===== src/hdl/decode_config.svh =====
/*
 * Decode stage configuration.
 * Widths of the instruction fields and data words, the link register,
 * the return-address offset and the reserved-instruction exception code.
 */
`ifndef DECODE_CONFIG_SVH
`define DECODE_CONFIG_SVH

`define WORD_WIDTH      32
`define REG_ADDR_WIDTH  5
`define IMM_WIDTH       16
`define SHAMT_WIDTH     5

// JAL links into $ra, return address skips the delay slot
`define LINK_REG        31
`define LINK_OFFSET     8

`define EXC_RI          10
`define EXC_WIDTH       5

`endif


===== src/hdl/decodePkg.sv =====
/*
 * Decode stage types.
 * Vector types for words, register numbers, immediates, shift amounts and
 * exception codes, plus the instruction symbol and function group enums.
 */
`default_nettype none
`include "decode_config.svh"

package decodePkg;

    typedef logic [`WORD_WIDTH-1:0]     word_t;
    typedef logic [`REG_ADDR_WIDTH-1:0] regAddr_t;
    typedef logic [`IMM_WIDTH-1:0]      imm_t;
    typedef logic [`SHAMT_WIDTH-1:0]    shamt_t;
    // zero means no exception
    typedef logic [`EXC_WIDTH-1:0]      exc_t;

    typedef enum logic [5:0] {
        NOP = 6'd0,
        ADD, ADDU, SUB, SUBU,
        AND, OR, XOR, NOR,
        SLT, SLTU, SLL, SRL,
        ADDI, ADDIU, ANDI, ORI, XORI, LUI, SLTI,
        LW, SW,
        BEQ, BNE, BLEZ, BGTZ,
        J, JAL, JR, JALR
    } instr_e;

    // ALU_R first so a cleared register reads as a plain NOP
    typedef enum logic [2:0] {
        ALU_R = 3'd0,
        ALU_I,
        MEM_R,
        MEM_W,
        BRANCH,
        JUMP,
        OTHER
    } ifunc_e;

endpackage

`default_nettype wire


===== src/hdl/decodeIf.sv =====
/*
 * Decode stage internal buses.
 * decodedIf carries the split instruction fields from the decoder,
 * preparedIf carries the prepared operands into the E-stage register.
 */
`timescale 1ns/100ps
`default_nettype none

interface decodedIf;
    import decodePkg::*;

    instr_e     instr;
    ifunc_e     ifunc;
    regAddr_t   rs;
    regAddr_t   rt;
    regAddr_t   rd;
    imm_t       imm;
    shamt_t     shamt;
    // target field of J and JAL
    logic [25:0] jmpAddr;
    exc_t       exc;

    modport decoder (output instr, ifunc, rs, rt, rd, imm, shamt, jmpAddr, exc);
    modport prep (input instr, ifunc, rs, rt, rd, imm, shamt, jmpAddr, exc);
endinterface

interface preparedIf;
    import decodePkg::*;

    instr_e     instr;
    ifunc_e     ifunc;
    exc_t       exc;
    regAddr_t   rs;
    regAddr_t   rt;
    logic       useRs;
    logic       useRt;
    word_t      dataRs;
    word_t      dataRt;
    word_t      extImm;
    word_t      extShamt;
    logic       regWEn;
    regAddr_t   regWAddr;
    word_t      regWData;
    logic       regWValid;

    modport prep (
        output instr, ifunc, exc, rs, rt, useRs, useRt, dataRs, dataRt,
               extImm, extShamt, regWEn, regWAddr, regWData, regWValid
    );
    modport stage (
        input instr, ifunc, exc, rs, rt, useRs, useRt, dataRs, dataRt,
              extImm, extShamt, regWEn, regWAddr, regWData, regWValid
    );
endinterface

`default_nettype wire


===== src/hdl/instrDecoder.sv =====
/*
 * Instruction decoder.
 * Splits the instruction word into its fields, finds the instruction
 * symbol and its function group, and flags reserved codes as RI.
 */
`timescale 1ns/100ps
`default_nettype none
`include "decode_config.svh"

module instrDecoder (
    input  decodePkg::word_t code,
    decodedIf.decoder        dec
);
    import decodePkg::*;

    logic [5:0] opcode;
    logic [5:0] funct;
    instr_e     rSym;
    instr_e     ijSym;
    instr_e     sym;
    ifunc_e     group;

    assign opcode = code[31:26];
    assign funct  = code[5:0];

    assign dec.rs      = code[25:21];
    assign dec.rt      = code[20:16];
    assign dec.rd      = code[15:11];
    assign dec.shamt   = code[10:6];
    assign dec.imm     = code[15:0];
    assign dec.jmpAddr = code[25:0];

    // SPECIAL opcode, symbol from funct
    always_comb begin
        case (funct)
            6'b100000: rSym = ADD;
            6'b100001: rSym = ADDU;
            6'b100010: rSym = SUB;
            6'b100011: rSym = SUBU;
            6'b100100: rSym = AND;
            6'b100101: rSym = OR;
            6'b100110: rSym = XOR;
            6'b100111: rSym = NOR;
            6'b101010: rSym = SLT;
            6'b101011: rSym = SLTU;
            6'b000000: rSym = SLL;
            6'b000010: rSym = SRL;
            6'b001000: rSym = JR;
            6'b001001: rSym = JALR;
            default:   rSym = NOP;
        endcase
    end

    // I and J formats, symbol from opcode
    always_comb begin
        case (opcode)
            6'b001000: ijSym = ADDI;
            6'b001001: ijSym = ADDIU;
            6'b001100: ijSym = ANDI;
            6'b001101: ijSym = ORI;
            6'b001110: ijSym = XORI;
            6'b001111: ijSym = LUI;
            6'b001010: ijSym = SLTI;
            6'b100011: ijSym = LW;
            6'b101011: ijSym = SW;
            6'b000100: ijSym = BEQ;
            6'b000101: ijSym = BNE;
            6'b000110: ijSym = BLEZ;
            6'b000111: ijSym = BGTZ;
            6'b000010: ijSym = J;
            6'b000011: ijSym = JAL;
            default:   ijSym = NOP;
        endcase
    end

    // all-zero word is the canonical NOP, not SLL
    assign sym = (code == '0)         ? NOP  :
                 (opcode == 6'b000000) ? rSym :
                 ijSym;

    assign dec.instr = sym;

    // any other code that maps to NOP is reserved
    assign dec.exc = (code != '0 && sym == NOP) ? exc_t'(`EXC_RI) : '0;

    always_comb begin
        case (sym)
            NOP, ADD, ADDU, SUB, SUBU, AND, OR, XOR, NOR,
            SLT, SLTU, SLL, SRL:                   group = ALU_R;
            ADDI, ADDIU, ANDI, ORI, XORI, LUI, SLTI: group = ALU_I;
            LW:                                    group = MEM_R;
            SW:                                    group = MEM_W;
            BEQ, BNE, BLEZ, BGTZ:                  group = BRANCH;
            J, JAL, JR, JALR:                      group = JUMP;
            default:                               group = OTHER;
        endcase
    end

    assign dec.ifunc = group;

endmodule

`default_nettype wire


===== src/hdl/operandPrep.sv =====
/*
 * Operand preparation.
 * Selects register operands through the E and M bypass, compares them
 * for branches, extends the immediate and works out the register write.
 */
`timescale 1ns/100ps
`default_nettype none
`include "decode_config.svh"

module operandPrep (
    decodedIf.prep              dec,
    preparedIf.prep             prep,
    input  decodePkg::word_t    pc,
    input  decodePkg::exc_t     excIn,
    input  decodePkg::word_t    dataRsD,
    input  decodePkg::word_t    dataRtD,
    input  logic                regWEnE,
    input  decodePkg::regAddr_t regWAddrE,
    input  decodePkg::word_t    regWDataE,
    input  logic                regWEnM,
    input  decodePkg::regAddr_t regWAddrM,
    input  decodePkg::word_t    regWDataM,
    output logic                cmp,
    output decodePkg::word_t    jmpReg
);
    import decodePkg::*;

    word_t dataRs;
    word_t dataRt;
    word_t signExt;
    word_t zeroExt;
    word_t luiExt;

    // E is younger than M, so it wins; $zero is never forwarded
    function automatic word_t bypass(input regAddr_t addr, input word_t fileData);
        if (regWEnE && regWAddrE == addr && regWAddrE != '0) begin
            return regWDataE;
        end
        if (regWEnM && regWAddrM == addr && regWAddrM != '0) begin
            return regWDataM;
        end
        return fileData;
    endfunction

    always_comb begin
        dataRs = bypass(dec.rs, dataRsD);
        dataRt = bypass(dec.rt, dataRtD);
    end

    assign jmpReg = dataRs;

    always_comb begin
        case (dec.instr)
            BEQ:     cmp = (dataRs == dataRt);
            BNE:     cmp = (dataRs != dataRt);
            BLEZ:    cmp = ($signed(dataRs) <= 0);
            BGTZ:    cmp = ($signed(dataRs) > 0);
            default: cmp = 1'b0;
        endcase
    end

    assign signExt = {{(`WORD_WIDTH-`IMM_WIDTH){dec.imm[`IMM_WIDTH-1]}}, dec.imm};
    assign zeroExt = word_t'(dec.imm);
    assign luiExt  = {dec.imm, {(`WORD_WIDTH-`IMM_WIDTH){1'b0}}};

    always_comb begin
        case (dec.instr)
            ANDI, ORI, XORI: prep.extImm = zeroExt;
            LUI:             prep.extImm = luiExt;
            default:         prep.extImm = signExt;
        endcase
    end

    assign prep.extShamt = word_t'(dec.shamt);

    always_comb begin
        prep.regWEn   = 1'b0;
        prep.regWAddr = '0;
        if ((dec.ifunc == ALU_R && dec.instr != NOP) || dec.instr == JALR) begin
            prep.regWEn   = 1'b1;
            prep.regWAddr = dec.rd;
        end else if (dec.ifunc == ALU_I || dec.instr == LW) begin
            prep.regWEn   = 1'b1;
            prep.regWAddr = dec.rt;
        end else if (dec.instr == JAL) begin
            prep.regWEn   = 1'b1;
            prep.regWAddr = regAddr_t'(`LINK_REG);
        end
    end

    // results already known in D
    assign prep.regWData  = (dec.instr == JAL || dec.instr == JALR) ? pc + word_t'(`LINK_OFFSET) :
                            (dec.instr == LUI) ? luiExt :
                            '0;
    assign prep.regWValid = (dec.instr == JAL || dec.instr == LUI);

    assign prep.useRs = !(dec.instr inside {SLL, SRL, LUI, J});
    assign prep.useRt = !(dec.ifunc == ALU_I || dec.ifunc == JUMP ||
                          dec.instr inside {LW, BLEZ, BGTZ});

    // an exception from fetch takes priority
    assign prep.exc      = (excIn != '0) ? excIn : dec.exc;
    assign prep.instr    = dec.instr;
    assign prep.ifunc    = dec.ifunc;
    assign prep.rs       = dec.rs;
    assign prep.rt       = dec.rt;
    assign prep.dataRs   = dataRs;
    assign prep.dataRt   = dataRt;

endmodule

`default_nettype wire


===== src/hdl/execRegister.sv =====
/*
 * D-to-E pipeline register.
 * Stall holds the contents, clear without stall inserts a NOP bubble.
 */
`timescale 1ns/100ps
`default_nettype none

module execRegister (
    input  logic                clk,
    input  logic                reset,
    input  logic                stall,
    input  logic                clear,
    preparedIf.stage            prep,
    input  decodePkg::word_t    pcD,
    output decodePkg::instr_e   instrE,
    output decodePkg::ifunc_e   ifuncE,
    output decodePkg::word_t    pcE,
    output decodePkg::exc_t     excE,
    output decodePkg::regAddr_t addrRsE,
    output decodePkg::regAddr_t addrRtE,
    output logic                useRsE,
    output logic                useRtE,
    output decodePkg::word_t    dataRsE,
    output decodePkg::word_t    dataRtE,
    output decodePkg::word_t    extImmE,
    output decodePkg::word_t    extShamtE,
    output logic                regWEnE,
    output decodePkg::regAddr_t regWAddrE,
    output decodePkg::word_t    regWDataE,
    output logic                regWValidE
);
    import decodePkg::*;

    // clear during stall is ignored, the held instruction stays
    always_ff @(posedge clk) begin
        if (reset || (clear && !stall)) begin
            instrE     <= NOP;
            ifuncE     <= ALU_R;
            pcE        <= '0;
            excE       <= '0;
            addrRsE    <= '0;
            addrRtE    <= '0;
            useRsE     <= 1'b0;
            useRtE     <= 1'b0;
            dataRsE    <= '0;
            dataRtE    <= '0;
            extImmE    <= '0;
            extShamtE  <= '0;
            regWEnE    <= 1'b0;
            regWAddrE  <= '0;
            regWDataE  <= '0;
            regWValidE <= 1'b0;
        end else if (!stall) begin
            instrE     <= prep.instr;
            ifuncE     <= prep.ifunc;
            pcE        <= pcD;
            excE       <= prep.exc;
            addrRsE    <= prep.rs;
            addrRtE    <= prep.rt;
            useRsE     <= prep.useRs;
            useRtE     <= prep.useRt;
            // bypassed values, not the raw file read
            dataRsE    <= prep.dataRs;
            dataRtE    <= prep.dataRt;
            extImmE    <= prep.extImm;
            extShamtE  <= prep.extShamt;
            regWEnE    <= prep.regWEn;
            regWAddrE  <= prep.regWAddr;
            regWDataE  <= prep.regWData;
            regWValidE <= prep.regWValid;
        end
    end

endmodule

`default_nettype wire


===== src/hdl/decodeStage.sv =====
/*
 * Decode stage of the five-stage pipeline.
 * Decoder, operand preparation and the D-to-E register,
 * with the E-stage write fed back for bypassing.
 */
`timescale 1ns/100ps
`default_nettype none

module decodeStage (
    input  logic                clk,
    input  logic                reset,
    input  decodePkg::word_t    code,
    input  decodePkg::word_t    pc,
    input  decodePkg::exc_t     excIn,
    input  decodePkg::word_t    dataRsD,
    input  decodePkg::word_t    dataRtD,
    input  logic                regWEnM,
    input  decodePkg::regAddr_t regWAddrM,
    input  decodePkg::word_t    regWDataM,
    input  logic                stall,
    input  logic                clear,
    output logic                cmp,
    output logic [25:0]         jmpAddr,
    output decodePkg::word_t    jmpReg,
    output decodePkg::regAddr_t addrRsD,
    output decodePkg::regAddr_t addrRtD,
    output decodePkg::instr_e   instrE,
    output decodePkg::ifunc_e   ifuncE,
    output decodePkg::word_t    pcE,
    output decodePkg::exc_t     excE,
    output decodePkg::regAddr_t addrRsE,
    output decodePkg::regAddr_t addrRtE,
    output logic                useRsE,
    output logic                useRtE,
    output decodePkg::word_t    dataRsE,
    output decodePkg::word_t    dataRtE,
    output decodePkg::word_t    extImmE,
    output decodePkg::word_t    extShamtE,
    output logic                regWEnE,
    output decodePkg::regAddr_t regWAddrE,
    output decodePkg::word_t    regWDataE,
    output logic                regWValidE
);
    decodedIf  decoded ();
    preparedIf prepared ();

    // register numbers go to the file read ports
    assign addrRsD = decoded.rs;
    assign addrRtD = decoded.rt;
    assign jmpAddr = decoded.jmpAddr;

    instrDecoder u_instrDecoder (
        .code (code),
        .dec  (decoded.decoder)
    );

    operandPrep u_operandPrep (
        .dec       (decoded.prep),
        .prep      (prepared.prep),
        .pc        (pc),
        .excIn     (excIn),
        .dataRsD   (dataRsD),
        .dataRtD   (dataRtD),
        .regWEnE   (regWEnE),
        .regWAddrE (regWAddrE),
        .regWDataE (regWDataE),
        .regWEnM   (regWEnM),
        .regWAddrM (regWAddrM),
        .regWDataM (regWDataM),
        .cmp       (cmp),
        .jmpReg    (jmpReg)
    );

    execRegister u_execRegister (
        .clk        (clk),
        .reset      (reset),
        .stall      (stall),
        .clear      (clear),
        .prep       (prepared.stage),
        .pcD        (pc),
        .instrE     (instrE),
        .ifuncE     (ifuncE),
        .pcE        (pcE),
        .excE       (excE),
        .addrRsE    (addrRsE),
        .addrRtE    (addrRtE),
        .useRsE     (useRsE),
        .useRtE     (useRtE),
        .dataRsE    (dataRsE),
        .dataRtE    (dataRtE),
        .extImmE    (extImmE),
        .extShamtE  (extShamtE),
        .regWEnE    (regWEnE),
        .regWAddrE  (regWAddrE),
        .regWDataE  (regWDataE),
        .regWValidE (regWValidE)
    );

endmodule

`default_nettype wire


===== config.mk =====
export PLATFORM = sky130hd
export DESIGN_NAME = decodeStage
export DESIGN_NICKNAME = d
export VERILOG_FILES = /design/src/hdl/decodePkg.sv /design/src/hdl/decodeIf.sv /design/src/hdl/instrDecoder.sv /design/src/hdl/operandPrep.sv /design/src/hdl/execRegister.sv /design/src/hdl/decodeStage.sv
export VERILOG_INCLUDE_DIRS = /design/src /design/src/hdl
export SDC_FILE = /design/constraint.sdc
export NUM_CORES = 1
export LEC_CHECK = 0
export ABC_AREA = 1
export BUFFER_PORTS_ARGS = -buffer_cell sky130_fd_sc_hd__buf_2
export CORE_AREA = 2 2 180 182
export CTS_CLUSTER_DIAMETER = 150
export DETAILED_ROUTE_END_ITERATION = 12
export DIE_AREA = 0 0 182 184
export HOLD_SLACK_MARGIN = 0.03
export PLACE_DENSITY = 0.94
export SLEW_MARGIN = 10
export SYNTH_ARGS = -nofsm -noshare
export SYNTH_HDL_FRONTEND = slang
export SYNTH_HIERARCHICAL = 1
export SYNTH_SLANG_ARGS = --single-unit

===== constraint.sdc =====
create_clock -name clk -period 5.6 [get_ports clk]
set_input_delay 1.12 -clock clk [delete_from_list [all_inputs] [get_ports clk]]
set_output_delay 1.12 -clock clk [all_outputs]
set_load 0.02 [all_outputs]

== Yosys cells after proc, flatten, opt, wreduce, memory -nomap -nowiden ==
Memory sizes are Yosys's and may differ from the RTL's.
Index checks and enable logic that the tools add are counted.
Word-level totals
  register bits after elaboration: 198
  ROM bits: 736
  bits of input ports: 175
  output and inout port bits: 294
  memories kept: 3
Memory list
  (name not given): depth 64, bits a word 5, read ports 1, clocked after memory_dff 0, wr ports 0, RTL line instrDecoder.sv:56  | case (opcode)
  (name not given): depth 64, bits a word 5, read ports 1, clocked after memory_dff 0, wr ports 0, RTL line instrDecoder.sv:35  | case (funct)
  (name not given): depth 32, bits a word 3, read ports 1, clocked after memory_dff 0, wr ports 0, RTL line instrDecoder.sv:87  | case (sym)
Cells by class
  add/subtract/negate cells: 1
  magnitude comparators: 2
  equal/unequal tests: 22
  multiplexer cells: 29
  reduce and logical (&&, ||, !) cells: 33
Operators by type and width (number)
  32-bit 2-to-1 mux: 10
  6-bit by 5-bit == test with 1-bit output (second input constant): 11
  32-bit one-hot mux with 2 select lines: 1
  32-bit by 4-bit adder with 32-bit output (second input constant): 1
  32-bit == test: 1
  32-bit by 1-bit > comparator with 1-bit output (second input constant): 1
  32-bit by 1-bit less-or-equal comparator with 1-bit output (second input constant): 1
  32-bit logical NOT: 1
  32-bit != test: 1
  32-bit nonzero test: 1
  5-bit == test: 4
  5-bit 2-to-1 mux: 4
  6-bit by 4-bit == test with 1-bit output (second input constant): 3
  5-bit nonzero test: 3
  6-bit logical NOT: 2
  6-bit 2-to-1 mux: 2
  1-bit logical AND: 11
  1-bit 2-to-1 mux: 9
  1-bit logical OR: 7
  6-bit nonzero test: 1
  4-bit 2-to-1 mux: 1
  1-bit one-hot mux with 4 select lines: 1
  4-bit nonzero test: 1
  3-bit by 1-bit == test with 1-bit output (second input constant): 1
  other kinds (6): 8

== Depth between registers and ports, before layout ==
Gate-level depths: netlist of the first run.
  depth in word-level cells: 9
  gate-level depth with buffers: 27
  mapped depth without buffers: 27

== Cells and area by module ==
The synthesis of the first run kept the hierarchy.
By module, submodules not included
  execRegister: times used 1, cells each 1652, area an instance 10065.9 um^2, sequential area each 4504.3 um^2
  operandPrep: times used 1, cells each 1312, area an instance 5878.1 um^2, sequential area each 0.0 um^2
  instrDecoder: times used 1, cells each 266, area an instance 1467.7 um^2, sequential area each 0.0 um^2

== Least setup slack after synthesis of the first run ==
OpenSTA, ideal clock, no wires.
  path kind: in2out
  start point: in code[24]
  end point: out cmp
  data arrival time: 3047 ps
  required time: 4480 ps
  setup slack: 1433 ps
  cell stages on the path: 18
  path through: buf_4 -> inv_1 -> nand2_1 -> nand4_1 -> nor2_1 -> nand2_1 -> buf_2 -> buf_2 -> o21ai_1 -> nand2_1 -> nand2_1 -> nand2_1 -> nor2_1 -> nand2_1 -> nor2_1 -> nand2_1 -> nand2_1 -> nand3_1
On the way
  cells in the longest elaborated chain, start to end: 9
Ends and longest elaborated chain
  start: declaration: RTL line decodeStage.sv:12  | input decodePkg::word_t code,
  5-bit == test: RTL line operandPrep.sv:39  | if (regWEnM && regWAddrM == addr && regWAddrM != '0) begin
  1-bit logical AND (2 in a row): RTL line operandPrep.sv:39
  1-bit 2-to-1 mux (2 in a row): RTL line operandPrep.sv:39
  32-bit 2-to-1 mux: RTL line operandPrep.sv:42  | return fileData;
  32-bit 2-to-1 mux (*): RTL line operandPrep.sv:39
  net jmpReg[16]: RTL line decodeStage.sv:24  | output decodePkg::word_t jmpReg,
  32-bit by 1-bit > comparator with 1-bit output, or another cell as far along: RTL line operandPrep.sv:57  | BGTZ: cmp = ($signed(dataRs) > 0);
  1-bit one-hot mux with 4 select lines (*): RTL line operandPrep.sv:53  | case (dec.instr)
  end: declaration: RTL line decodeStage.sv:22  | output logic cmp,
Mark *: on every way through the listed nets, which the timed path passes. The rest lies on a longest branch. The select of a mux whose other input is x is not followed.

== Worst setup path in the final report of the first run ==
  start point: in code[21]
  end point: out cmp
On the way
  cells in the longest elaborated chain, start to end: 9
Ends and longest elaborated chain (RTL line)
  5-bit == test: operandPrep.sv:39
  1-bit logical AND (2 in a row): operandPrep.sv:39
  1-bit 2-to-1 mux (2 in a row): operandPrep.sv:39
  32-bit 2-to-1 mux: operandPrep.sv:42
  32-bit 2-to-1 mux: operandPrep.sv:39
  32-bit by 1-bit > comparator with 1-bit output, or another cell as far along: operandPrep.sv:57
  1-bit one-hot mux with 4 select lines (*): operandPrep.sv:53
Mark *: on every way between the ends. The rest lies on a longest branch, timed or not. The select of a mux whose other input is x is not followed.

==> results of run 1 <==
## layer usage
layer	vias to the layer above	global-route usage, %	part of all wire (%)
met5	-	0	0
met4	0	18.5	5.5
met3	174	6.76	10
met2	925	52.9	44
met1	8049	39.8	40
li1	9612	-	-
## kinds of logic after synthesis
kind of cell    share of synthesized area [%]
compound gates                           2.78
xor+xnor                                0.805
fa+ha+maj                               0.934
buf+inv                                  26.5
flops                                    25.9
other cells                            0.0431
simple gates                             43.1
## layout make-up
type | instances | area [um^2] | area share [%]
tap | 402 | 503 | 2.56
multi-input combinational | 2035 | 8440 | 43.0
inverter | 721 | 2710 | 13.8
clock inverter | 3 | 43.8 | 0.223
sequential | 225 | 4500 | 23.0
timing repair buffer | 483 | 2540 | 12.9
antenna | 18 | 45.0 | 0.230
clock buffer | 44 | 830 | 4.23
## layout by cell type (no fill, tap or decap), types with 9 or more instances in the layout
cell / netlist / routed
nand3_1: 188 / 188
inv_2: 21 / 21
o21ai_0: 49 / 49
nor2_1: 782 / 782
diode_2: 0 / 18
buf_2: 91 / 467
inv_1: 698 / 698
o21ai_1: 10 / 10
clkbuf_8: 0 / 9
nand4_1: 12 / 12
nand3b_1: 9 / 9
dfxtp_1: 225 / 225
xor2_1: 12 / 12
conb_1: 2 / 31
buf_4: 159 / 9
ha_1: 13 / 13
a21oi_1: 14 / 14
clkbuf_16: 0 / 27
nand2_1: 855 / 854
## how the worst min path moves through the flow
| stage | startpoint | endpoint | slack [ns] | depth (start not counted) |
|---|---|---|---|---|
| detailed placement | u_execRegister/dataRsE[5] | u_execRegister/dataRsE[5] | 0.53 | 4 |
| global route | u_execRegister/dataRsE[3] | u_execRegister/dataRsE[3] | 0.57 | 4 |
| floorplan | u_execRegister/regWValidE | u_execRegister/regWValidE | 0.63 | 4 |
| CTS | u_execRegister/dataRsE[5] | u_execRegister/dataRsE[5] | 0.54 | 4 |
| finish | u_execRegister/dataRsE[5] | u_execRegister/dataRsE[5] | 0.54 | 4 |
| global placement | u_execRegister/dataRsE[23] | u_execRegister/dataRsE[23] | 0.52 | 4 |
## through the flow
stage	instance area, um^2	std cells	hold WS (ns)
after CTS	19600	3913	0.545
after detailed placement	18700	3866	0.530
after global routing	19600	3929	0.571
final	19600	3931	0.543
after global placement	18700	3866	0.522
after floorplan	17500	3259	0.630
## worst reg2reg max path, stage by stage (launching register included)
cell     delay (ns)
dfxtp_1        0.46
inv_1          0.11
nand2_1        0.09
nand4_1        0.09
nor2_1         0.12
nand2_2        0.08
inv_1          0.06
buf_4          0.41
nand2_1        0.11
nand2_1        0.15
inv_2          0.09
inv_1          0.06
nor2_1         0.04
nor2_1         0.14
nor2_1         0.05
## where the power goes
part / internal [mW] / switching [mW]
sequential: 1.67 / 0.0339
combinational: 0.290 / 0.644
clock: 1.05 / 0.698
## registers in the layout (all words and copies together), names as in the netlist, 6 cells and up
name                      count
u_execRegister/regWDataE     32
u_execRegister/instrE         6
u_execRegister/extImmE       32
u_execRegister/dataRtE       32
u_execRegister/pcE           32
u_execRegister/dataRsE       32
u_execRegister/extShamtE     32
==> metrics.md, run 1 <==
| Metric | Value |
|---|---|
| Synth warn | 6 |
| PD cells | 223 nW/um^2 |
| # Post-CTS Setup Buffers | 0 |
| Fin crit period | 5.11 ns |
| RSZ-0062 raised after global routing | false |
| Top-count cell post-synth | nand2_1 |
| Synth Area per Inst | 5.39 um^2 |
| R2r setup slk | 3.39 ns |
| Post-synthesis sequential area ratio | 25.9% |
| Initial antenna violation count | 17 |
| Max Fclk | 196 MHz |
| TritonCTS buffer count | 26 |
| Routed Antenna Nets | 0 |
| Slowest CP cell | nor2_4 |
| Synth top area share | 25.9% |
| Critical R2R Launch | u_execRegister/regWAddrE[3] |
| Setup Crit Path Kind | input port to output pin |
| Critical path buffers and inverters | 4 |
| CTS Buffer Depth | 3 |
| Synth top area cells | dfxtp_1 26%, nand2_1 18%, nor2_1 17% |
| Hold buffer count at CTS | 0 |
| Remaining DRCs | 0 |
| MaxCap Viol Count | 0 |
| Crit path largest cell delay | 0.39 ns |
| Worst-margin pin slew | 1.07 ns |
| Post-Syn Area | 17400 um^2 |
| DIE AREA | 33500 um^2 |
| Dpl ws | 0.569 ns |
| Final Cycle Share | 91.2% |
| Layout cell share with drive strength beyond 1 | 16.5% |
| Via density | 4.77 |
| Cell count along the critical path | 20 |
| GRT Total Usage | 32.4% |
| VDD IR-drop max | 0.000229 V |
| Initial Util | 55.5% |
| Post-synth EDFFs | 0 |
| DRT Pass-1 Iters | 6 |
| Final Wtd Congestion | 0.961 |
| Total Routed Length | 56.5 mm |
| Hold Crit Class | flop to flop |
| Yosys top cell by area | dfxtp_1 |
| Cell count of the worst reg-to-reg path | 14 |
| Sink Count | 225 |
| H-tree depth | 1 |
| Iteration-0 DRC count of the detailed router | 1764 |
| Post-synth top cells | 855 x nand2_1, 782 x nor2_1, 698 x inv_1 |
| Mapped Cells | 3230 |
| Tot Pwr | 4.38 mW |
| Critical Path End | cmp |
| Most used DFF post-synth | dfxtp_1 |
| GRT overflow | 0 |
| Slew margin rel. | 28.5% |
| DIE WIDTH | 182 um |
| Clk pin slew, worst setup/hold paths | 0.06 ns |
| CTS resizes | 0 |
| Final net count | 3680 |
| Reg2reg end | u_execRegister/dataRsE[22] |
| Area growth from synthesis to layout | 12.7% |
| Max-slew violations | 0 |
| Post-layout util | 62.5% |
| Io pins | 469 |
| Crit path capture type | output pin |
| Sum of negative setup slack | 0 ns |
| Vias | 18800 |
| Site Rows | 65 |
| First-pass GRT wire length | 86.9 mm |
| CP delay by family, top | simple AND/OR/NAND/NOR gates |
| Vias in the first global route | 16600 |
| Buffers on Ports | 468 |
| Final setup fails | 0 |
| Post-synthesis register bit count | 225 |
| CTS tree | done |
| Die H | 184 um |
| Pleak | 12.8 nW |
| Hpwl dp | 41.9 mm |
| Arrival time worst endpoint | 3.99 ns |
| Fill cells | 3086 |
| Startpoint types | input port |
| Largest net degree at the start of global routing | 226 |
| Critical path, cell by cell | buf_2 > inv_1 > nand2_1 > nand3_1 > nor2_4 > nand2_1 > buf_4 > nand2_1 > nand2_1 > a21oi_1 > nand2_1 > nor2_1 > nand2_1 > nor2_1 > nand2_1 > nand2_1 > nand2_1 > nand2_1 > nand3_1 > buf_2 |
| Synth cell types | 36 |
| Setup ws final | 0.493 ns |
| Data required, critical path | 4.48 ns |
| Most used cell, CP | nand2_1 |
| Routed len/inst | 14.4 um |
| Setup crit start | code[21] |
| Worst-Skew Late Latency | 0.55 ns |
| Status | finished clean |
| Critical path peak fanout | 40 |
| Root Driver | clkbuf_16 |
| Ys async rst share | 0% |
| Final hold vios | 0 |
| Layout Skew | 0.0208 ns |
| Core area | 31400 um^2 |
Power figures use the tool's default switching activity.
==> run 2: changes to the inputs <==
REMOVE_ABC_BUFFERS = 1   (was default)
==> run 2 against run 1 <==
  * Critical path depth fell by 1
  * Clock power barely moved
  * Via count increased by 0.22%
  * Setup slack improved by 0.18 ns
  * Final cell count down 0.28%
  * Design area shrank 0.22%
  * Wire length down 4.1%
  * Sequential power hardly changed
  * Largest power group unchanged
==> metrics.md, run 2 (synthesis results as in run 1) <==
| Metric | Value |
|---|---|
| Via density | 4.80 (was 4.77) |
| MaxCap Viol Count | 0 (unchanged) |
| Site Rows | 65 (unchanged) |
| Setup ws final | 0.669 ns (was 0.493 ns) |
| Slew margin rel. | 15.5% (was 28.5%) |
| Critical R2R Launch | u_execRegister/regWAddrE[3] (unchanged) |
| Psw | 1.36 mW (was 1.38 mW) |
| Largest net degree at the start of global routing | 226 (unchanged) |
| RSZ-0062 raised after global routing | false (unchanged) |
| First-pass GRT wire length | 83.6 mm (was 86.9 mm) |
| Iteration-0 DRC count of the detailed router | 1778 (was 1764) |
| Crit path capture type | output pin (unchanged) |
| Dpl ws | 0.713 ns (was 0.569 ns) |
| TritonCTS buffer count | 26 (unchanged) |
| Setup crit start | code[21] (unchanged) |
| Final setup fails | 0 (unchanged) |
| Sw Ratio | 31.2% (was 31.4%) |
| # Post-CTS Setup Buffers | 0 (unchanged) |
| Buffers on Ports | 468 (unchanged) |
| Layout Skew | 0.0166 ns (was 0.0208 ns) |
| Final Cycle Share | 88.0% (was 91.2%) |
| Max Fclk | 203 MHz (was 196 MHz) |
| Max-slew violations | 0 (unchanged) |
| Routed Antenna Nets | 0 (unchanged) |
| Hold Crit Class | flop to flop (unchanged) |
| Most common cell after layout, fill and taps aside | nand2_1 (unchanged) |
| Hold Crit Depth | 4 (unchanged) |
| Total Routed Length | 54.1 mm (was 56.5 mm) |
| Clock share of power | 39.9% (was 39.8%) |
| Remaining DRCs | 0 (unchanged) |
| Layout cell share with drive strength beyond 1 | 16.5% (about the same) |
| Post-layout util | 62.4% (was 62.5%) |
| Logic pwr share | 21.2% (was 21.3%) |
| Pleak | 12.8 nW (about the same) |
| Sequential Power Share | 38.9% (about the same) |
| Root Driver | clkbuf_16 (unchanged) |
| Critical path peak fanout | 35 (was 40) |
| Status | finished clean (unchanged) |
| Internal Power | 3.01 mW (was 3.00 mW) |
| Data required, critical path | 4.48 ns (about the same) |
| PD cells | 223 nW/um^2 (about the same) |
| Sink Count | 225 (unchanged) |
| Reg2reg end | u_execRegister/dataRtE[10] (was u_execRegister/dataRsE[22]) |
| GRT Total Usage | 30.9% (was 32.4%) |
| CTS resizes | 0 (unchanged) |
| DIE AREA | 33500 um^2 (unchanged) |
| VDD IR-drop max | 0.000219 V (was 0.000229 V) |
| Most frequent cells in the layout | 853 x nand2_1, 782 x nor2_1, 698 x inv_1 (was 854 x nand2_1, 782 x nor2_1, 698 x inv_1) |
| Vias | 18800 (about the same) |
| Tot Pwr | 4.37 mW (was 4.38 mW) |
| Worst-margin pin slew | 1.27 ns (was 1.07 ns) |
| Final hold vios | 0 (unchanged) |
| Hpwl dp | 39.8 mm (was 41.9 mm) |
| Fin crit period | 4.93 ns (was 5.11 ns) |
| Hold buffer count at CTS | 0 (unchanged) |
| CTS Buffer Depth | 3 (unchanged) |
| Routed len/inst | 13.8 um (was 14.4 um) |
| Initial antenna violation count | 9 (was 17) |
| Area growth from synthesis to layout | 12.4% (was 12.7%) |
| Clk pin slew, worst setup/hold paths | 0.06 ns (about the same) |
| H-tree depth | 1 (unchanged) |
| Die H | 184 um (unchanged) |
| Setup Crit Path Kind | input port to output pin (unchanged) |
| Arrival time worst endpoint | 3.81 ns (was 3.99 ns) |
| DIE WIDTH | 182 um (unchanged) |
| Vias in the first global route | 16700 (was 16600) |
| CTS tree | done (unchanged) |
| GRT overflow | 0 (unchanged) |
| Initial Util | 55.5% (unchanged) |
| DRT Pass-1 Iters | 9 (was 6) |
| Critical Path End | cmp (unchanged) |
| Fill cells | 3009 (was 3086) |
| Cell count of the worst reg-to-reg path | 14 (unchanged) |
| Hold_ws | 0.543 ns (about the same) |
| R2r setup slk | 3.18 ns (was 3.39 ns) |
| Worst-Skew Late Latency | 0.54 ns (was 0.55 ns) |
| Final Wtd Congestion | 0.971 (was 0.961) |
| Core area | 31400 um^2 (unchanged) |
| Final net count | 3683 (was 3680) |
| Startpoint types | input port (unchanged) |
| Io pins | 469 (unchanged) |
run 2: cell types whose count changed in the layout (fill, tap and decap cells not counted), sizes merged:
cell	previous run	this run
diode	18	7
inv	721	720
buf	483	486
clkbuf	44	37
bufinv	1	3
clkinv	2	5
run 2: worst min-delay path by stage:
stage	start	to	slack, ns
after floorplan	u_execRegister/regWValidE	u_execRegister/regWValidE	0.63
after global placement	u_execRegister/addrRsE[4]	u_execRegister/addrRsE[4]	0.52
final	u_execRegister/extShamtE[10]	u_execRegister/extShamtE[10]	0.54
after detailed placement	u_execRegister/dataRsE[7]	u_execRegister/dataRsE[7]	0.53
after global routing	u_execRegister/dataRtE[4]	u_execRegister/dataRtE[4]	0.57
after CTS	u_execRegister/dataRtE[17]	u_execRegister/dataRtE[17]	0.54
run 2: layout make-up:
type	instances	area, um^2	share of cell area, %
tap	402	503	2.57
multi-input combinational	2035	8450	43.2
sequential	225	4500	23.0
antenna	7	17.5	0.0895
inverter	721	2710	13.8
clock buffer	37	743	3.80
clock inverter	7	114	0.582
timing repair buffer	486	2540	13.0
run 2: power by group through the flow:
stage               combinational [mW]  clock (mW)  sequential, mW
global route                      1.03        1.83            1.71
CTS                              0.917        1.78            1.70
global placement                 0.899           0            1.73
finish                           0.929        1.74            1.70
detailed placement               0.911           0            1.73
floorplan                        0.455           0            1.82
run 2: stage by stage:
step                      cells  setup TNS [ns]  cell area, um^2
final                      3920               0            19600
after global routing       3919               0            19600
after CTS                  3913               0            19600
after detailed placement   3869               0            18700
after global placement     3869               0            18700
after floorplan            2981         -798.03            15600
run 2: worst max-delay path, stage by stage:
cell     delay [ns]
buf_2          0.16
inv_1          0.08
nand2_1        0.08
nand3_1        0.13
nor2_4         0.14
nand2_2        0.48
buf_4          0.39
nand2_1        0.06
nand3_1        0.06
o21ai_1        0.22
nand2_1        0.10
nand2_1        0.08
nand2_1        0.08
nor2_1         0.09
nand2_1        0.06
nor2_1         0.09
nand3_1        0.09
nand3_1        0.09
buf_2          0.19
run 2: layer usage:
metal	part of all wire, %	routed length (um)	GRT usage (%)	vias up
met5	0.039	21	0	-
met4	4.8	2620	15.4	4
met3	9.5	5160	5.47	183
met2	47	25700	54.4	967
met1	38	20600	36.1	8032
li1	-	-	-	9615
==> run 3: changes to the inputs <==
CTS_BUF_LIST = sky130_fd_sc_hd__clkbuf_16   (was default)
==> run 3 against run 2 <==
  * Sequential share of layout area barely moved
  * Largest cell class unchanged
  * Critical path type unchanged
  * Maximum frequency increased by 0.32%
  * Combinational power hardly changed
==> metrics.md, run 3 (synthesis results as in run 1) <==
| Metric | Value |
|---|---|
| Sum of negative setup slack | 0 ns (unchanged) |
| Site Rows | 65 (unchanged) |
| Dpl cell area | 18700 um^2 (unchanged) |
| Slew margin rel. | 29.4% (was 15.5%) |
| Critical path peak fanout | 35 (unchanged) |
| Critical path buffers and inverters | 4 (unchanged) |
| Final Cycle Share | 87.8% (was 88.0%) |
| Remaining DRCs | 0 (unchanged) |
| Io pins | 469 (unchanged) |
| H-tree depth | 1 (unchanged) |
| Vias in the first global route | 16700 (about the same) |
| Dpl ws | 0.713 ns (unchanged) |
| Initial Util | 55.5% (unchanged) |
| Cell count of the worst reg-to-reg path | 14 (unchanged) |
| CTS tree | done (unchanged) |
| Crit path capture type | output pin (unchanged) |
| Cell area after layout | 19500 um^2 (was 19600 um^2) |
| Psw | 1.36 mW (about the same) |
| First-pass GRT wire length | 83.6 mm (about the same) |
| Root Driver | clkbuf_16 (unchanged) |
| Data required, critical path | 4.48 ns (about the same) |
| Core area | 31400 um^2 (unchanged) |
| Max-slew violations | 0 (unchanged) |
| R2r setup slk | 3.21 ns (was 3.18 ns) |
| Worst-Skew Late Latency | 0.54 ns (about the same) |
| Clock share of power | 39.1% (was 39.9%) |
| Routed len/inst | 13.8 um (about the same) |
| Iteration-0 DRC count of the detailed router | 1711 (was 1778) |
| Vias | 18800 (about the same) |
| Area growth from synthesis to layout | 12.2% (was 12.4%) |
| Buffers on Ports | 468 (unchanged) |
| Critical Path End | cmp (unchanged) |
| Via density | 4.79 (was 4.80) |
| Initial antenna violation count | 9 (unchanged) |
| Die H | 184 um (unchanged) |
| Cell count along the critical path | 19 (unchanged) |
| Setup Crit Path Kind | input port to output pin (unchanged) |
| Pleak | 12.8 nW (about the same) |
| Final Wtd Congestion | 0.971 (unchanged) |
| Fin crit period | 4.92 ns (was 4.93 ns) |
| Hpwl dp | 39.8 mm (unchanged) |
| RSZ-0062 raised after global routing | false (unchanged) |
| Internal Power | 2.95 mW (was 3.01 mW) |
| Startpoint types | input port (unchanged) |
| Arrival time worst endpoint | 3.80 ns (was 3.81 ns) |
| Routed Antenna Nets | 0 (unchanged) |
| Crit path largest cell delay | 0.46 ns (was 0.48 ns) |
| Sink Count | 225 (unchanged) |
| Most used cell, CP | nand2_1 (unchanged) |
| Final setup fails | 0 (unchanged) |
| Hold Crit Depth | 4 (unchanged) |
| Layout Skew | 0.0174 ns (was 0.0166 ns) |
| Logic pwr share | 21.5% (was 21.2%) |
| Most frequent cells in the layout | 853 x nand2_1, 782 x nor2_1, 705 x inv_1 (was 853 x nand2_1, 782 x nor2_1, 698 x inv_1) |
| # Post-CTS Setup Buffers | 0 (unchanged) |
| TritonCTS buffer count | 26 (unchanged) |
| VDD IR-drop max | 0.000219 V (about the same) |
| Hold path start | u_execRegister/dataRsE[27] (was u_execRegister/extShamtE[10]) |
| DIE AREA | 33500 um^2 (unchanged) |
| Clk pin slew, worst setup/hold paths | 0.06 ns (about the same) |
| Reg2reg end | u_execRegister/dataRtE[10] (unchanged) |
| Most common cell after layout, fill and taps aside | nand2_1 (unchanged) |
| Layout cell share with drive strength beyond 1 | 16.5% (about the same) |
| DIE WIDTH | 182 um (unchanged) |
| CTS resizes | 0 (unchanged) |
| Final hold vios | 0 (unchanged) |
| Setup ws final | 0.685 ns (was 0.669 ns) |
| Slowest CP cell | nand2_2 (unchanged) |
| CTS Buffer Depth | 3 (unchanged) |
| Critical path, cell by cell | buf_2 > inv_1 > nand2_1 > nand3_1 > nor2_4 > nand2_2 > buf_4 > nand2_1 > nand3_1 > o21ai_1 > nand2_1 > nand2_1 > nand2_1 > nor2_1 > nand2_1 > nor2_1 > nand3_1 > nand3_1 > buf_2 (unchanged) |
| Worst-margin pin slew | 1.06 ns (was 1.27 ns) |
| GRT Total Usage | 30.9% (about the same) |
| Setup crit start | code[21] (unchanged) |
| Fill cells | 3014 (was 3009) |
| CP delay by family, top | simple AND/OR/NAND/NOR gates (unchanged) |
| Max Fclk | 203 MHz (about the same) |
| Final net count | 3683 (unchanged) |
| Hold buffer count at CTS | 0 (unchanged) |
| Hold Crit Class | flop to flop (unchanged) |
| Total Routed Length | 54.1 mm (about the same) |
| Largest net degree at the start of global routing | 226 (unchanged) |
| Status | finished clean (unchanged) |
| MaxCap Viol Count | 0 (unchanged) |
| Critical R2R Launch | u_execRegister/regWAddrE[3] (unchanged) |
| Sequential Power Share | 39.4% (was 38.9%) |
| DRT Pass-1 Iters | 6 (was 9) |
| Hold_ws | 0.542 ns (was 0.543 ns) |
| Sw Ratio | 31.6% (was 31.2%) |
| Tot Pwr | 4.32 mW (was 4.37 mW) |
| PD cells | 221 nW/um^2 (was 223 nW/um^2) |
| GRT overflow | 0 (unchanged) |
-- run 3: cell count changes in the layout (fill, tap and decap cells not counted) --
cell      before  now
clkbuf_1       7    0
inv_1        698  705
clkbuf_8       3    0
clkinv_1       1    4
diode_2        7    6
-- run 3: routing by layer --
metal  routed length [um]  track usage, %
met5                   21               0
met4                 2600            15.4
met3                 5260            5.45
met2                25700            54.4
met1                20500            36.2
-- run 3: power by group through the flow --
stage	logic [mW]	clock network (mW)	registers (mW)
finish	0.929	1.69	1.70
global route	1.03	1.78	1.71
detailed placement	0.911	0	1.73
global placement	0.899	0	1.73
CTS	0.917	1.73	1.70
floorplan	0.455	0	1.82
-- run 3: area by class of cell --
cell class / instances / area (um^2) / area share, %
clock buffer: 27 / 676 / 3.46
timing repair buffer: 486 / 2540 / 13.0
multi-input combinational: 2035 / 8450 / 43.2
tap: 402 / 503 / 2.57
clock inverter: 17 / 151 / 0.775
antenna: 6 / 15.0 / 0.0768
inverter: 721 / 2710 / 13.9
sequential: 225 / 4500 / 23.0
-- run 3: worst min path at each step --
stage	end	slack, ns
global placement	u_execRegister/addrRsE[4]	0.52
finish	u_execRegister/dataRsE[27]	0.54
floorplan	u_execRegister/regWValidE	0.63
detailed placement	u_execRegister/dataRsE[7]	0.53
CTS	u_execRegister/dataRtE[17]	0.54
global route	u_execRegister/dataRtE[4]	0.57
-- run 3: stage by stage --
| stage | std cells | util [%] |
|---|---|---|
| 6_report | 3919 | 62.3 |
| 3_3_place_gp | 3869 | 59.6 |
| 2_1_floorplan | 2981 | - |
| 3_5_place_dp | 3869 | 59.6 |
| 4_1_cts | 3913 | 62.2 |
| 5_1_grt | 3919 | 62.3 |
-- run 3: worst min-delay path, delay by kind of cell, from the launching register on --
kind                   cells  cell delay, ns
buffers and inverters      1            0.04
AND/OR/NAND/NOR            3            0.14
flip-flops                 1            0.32
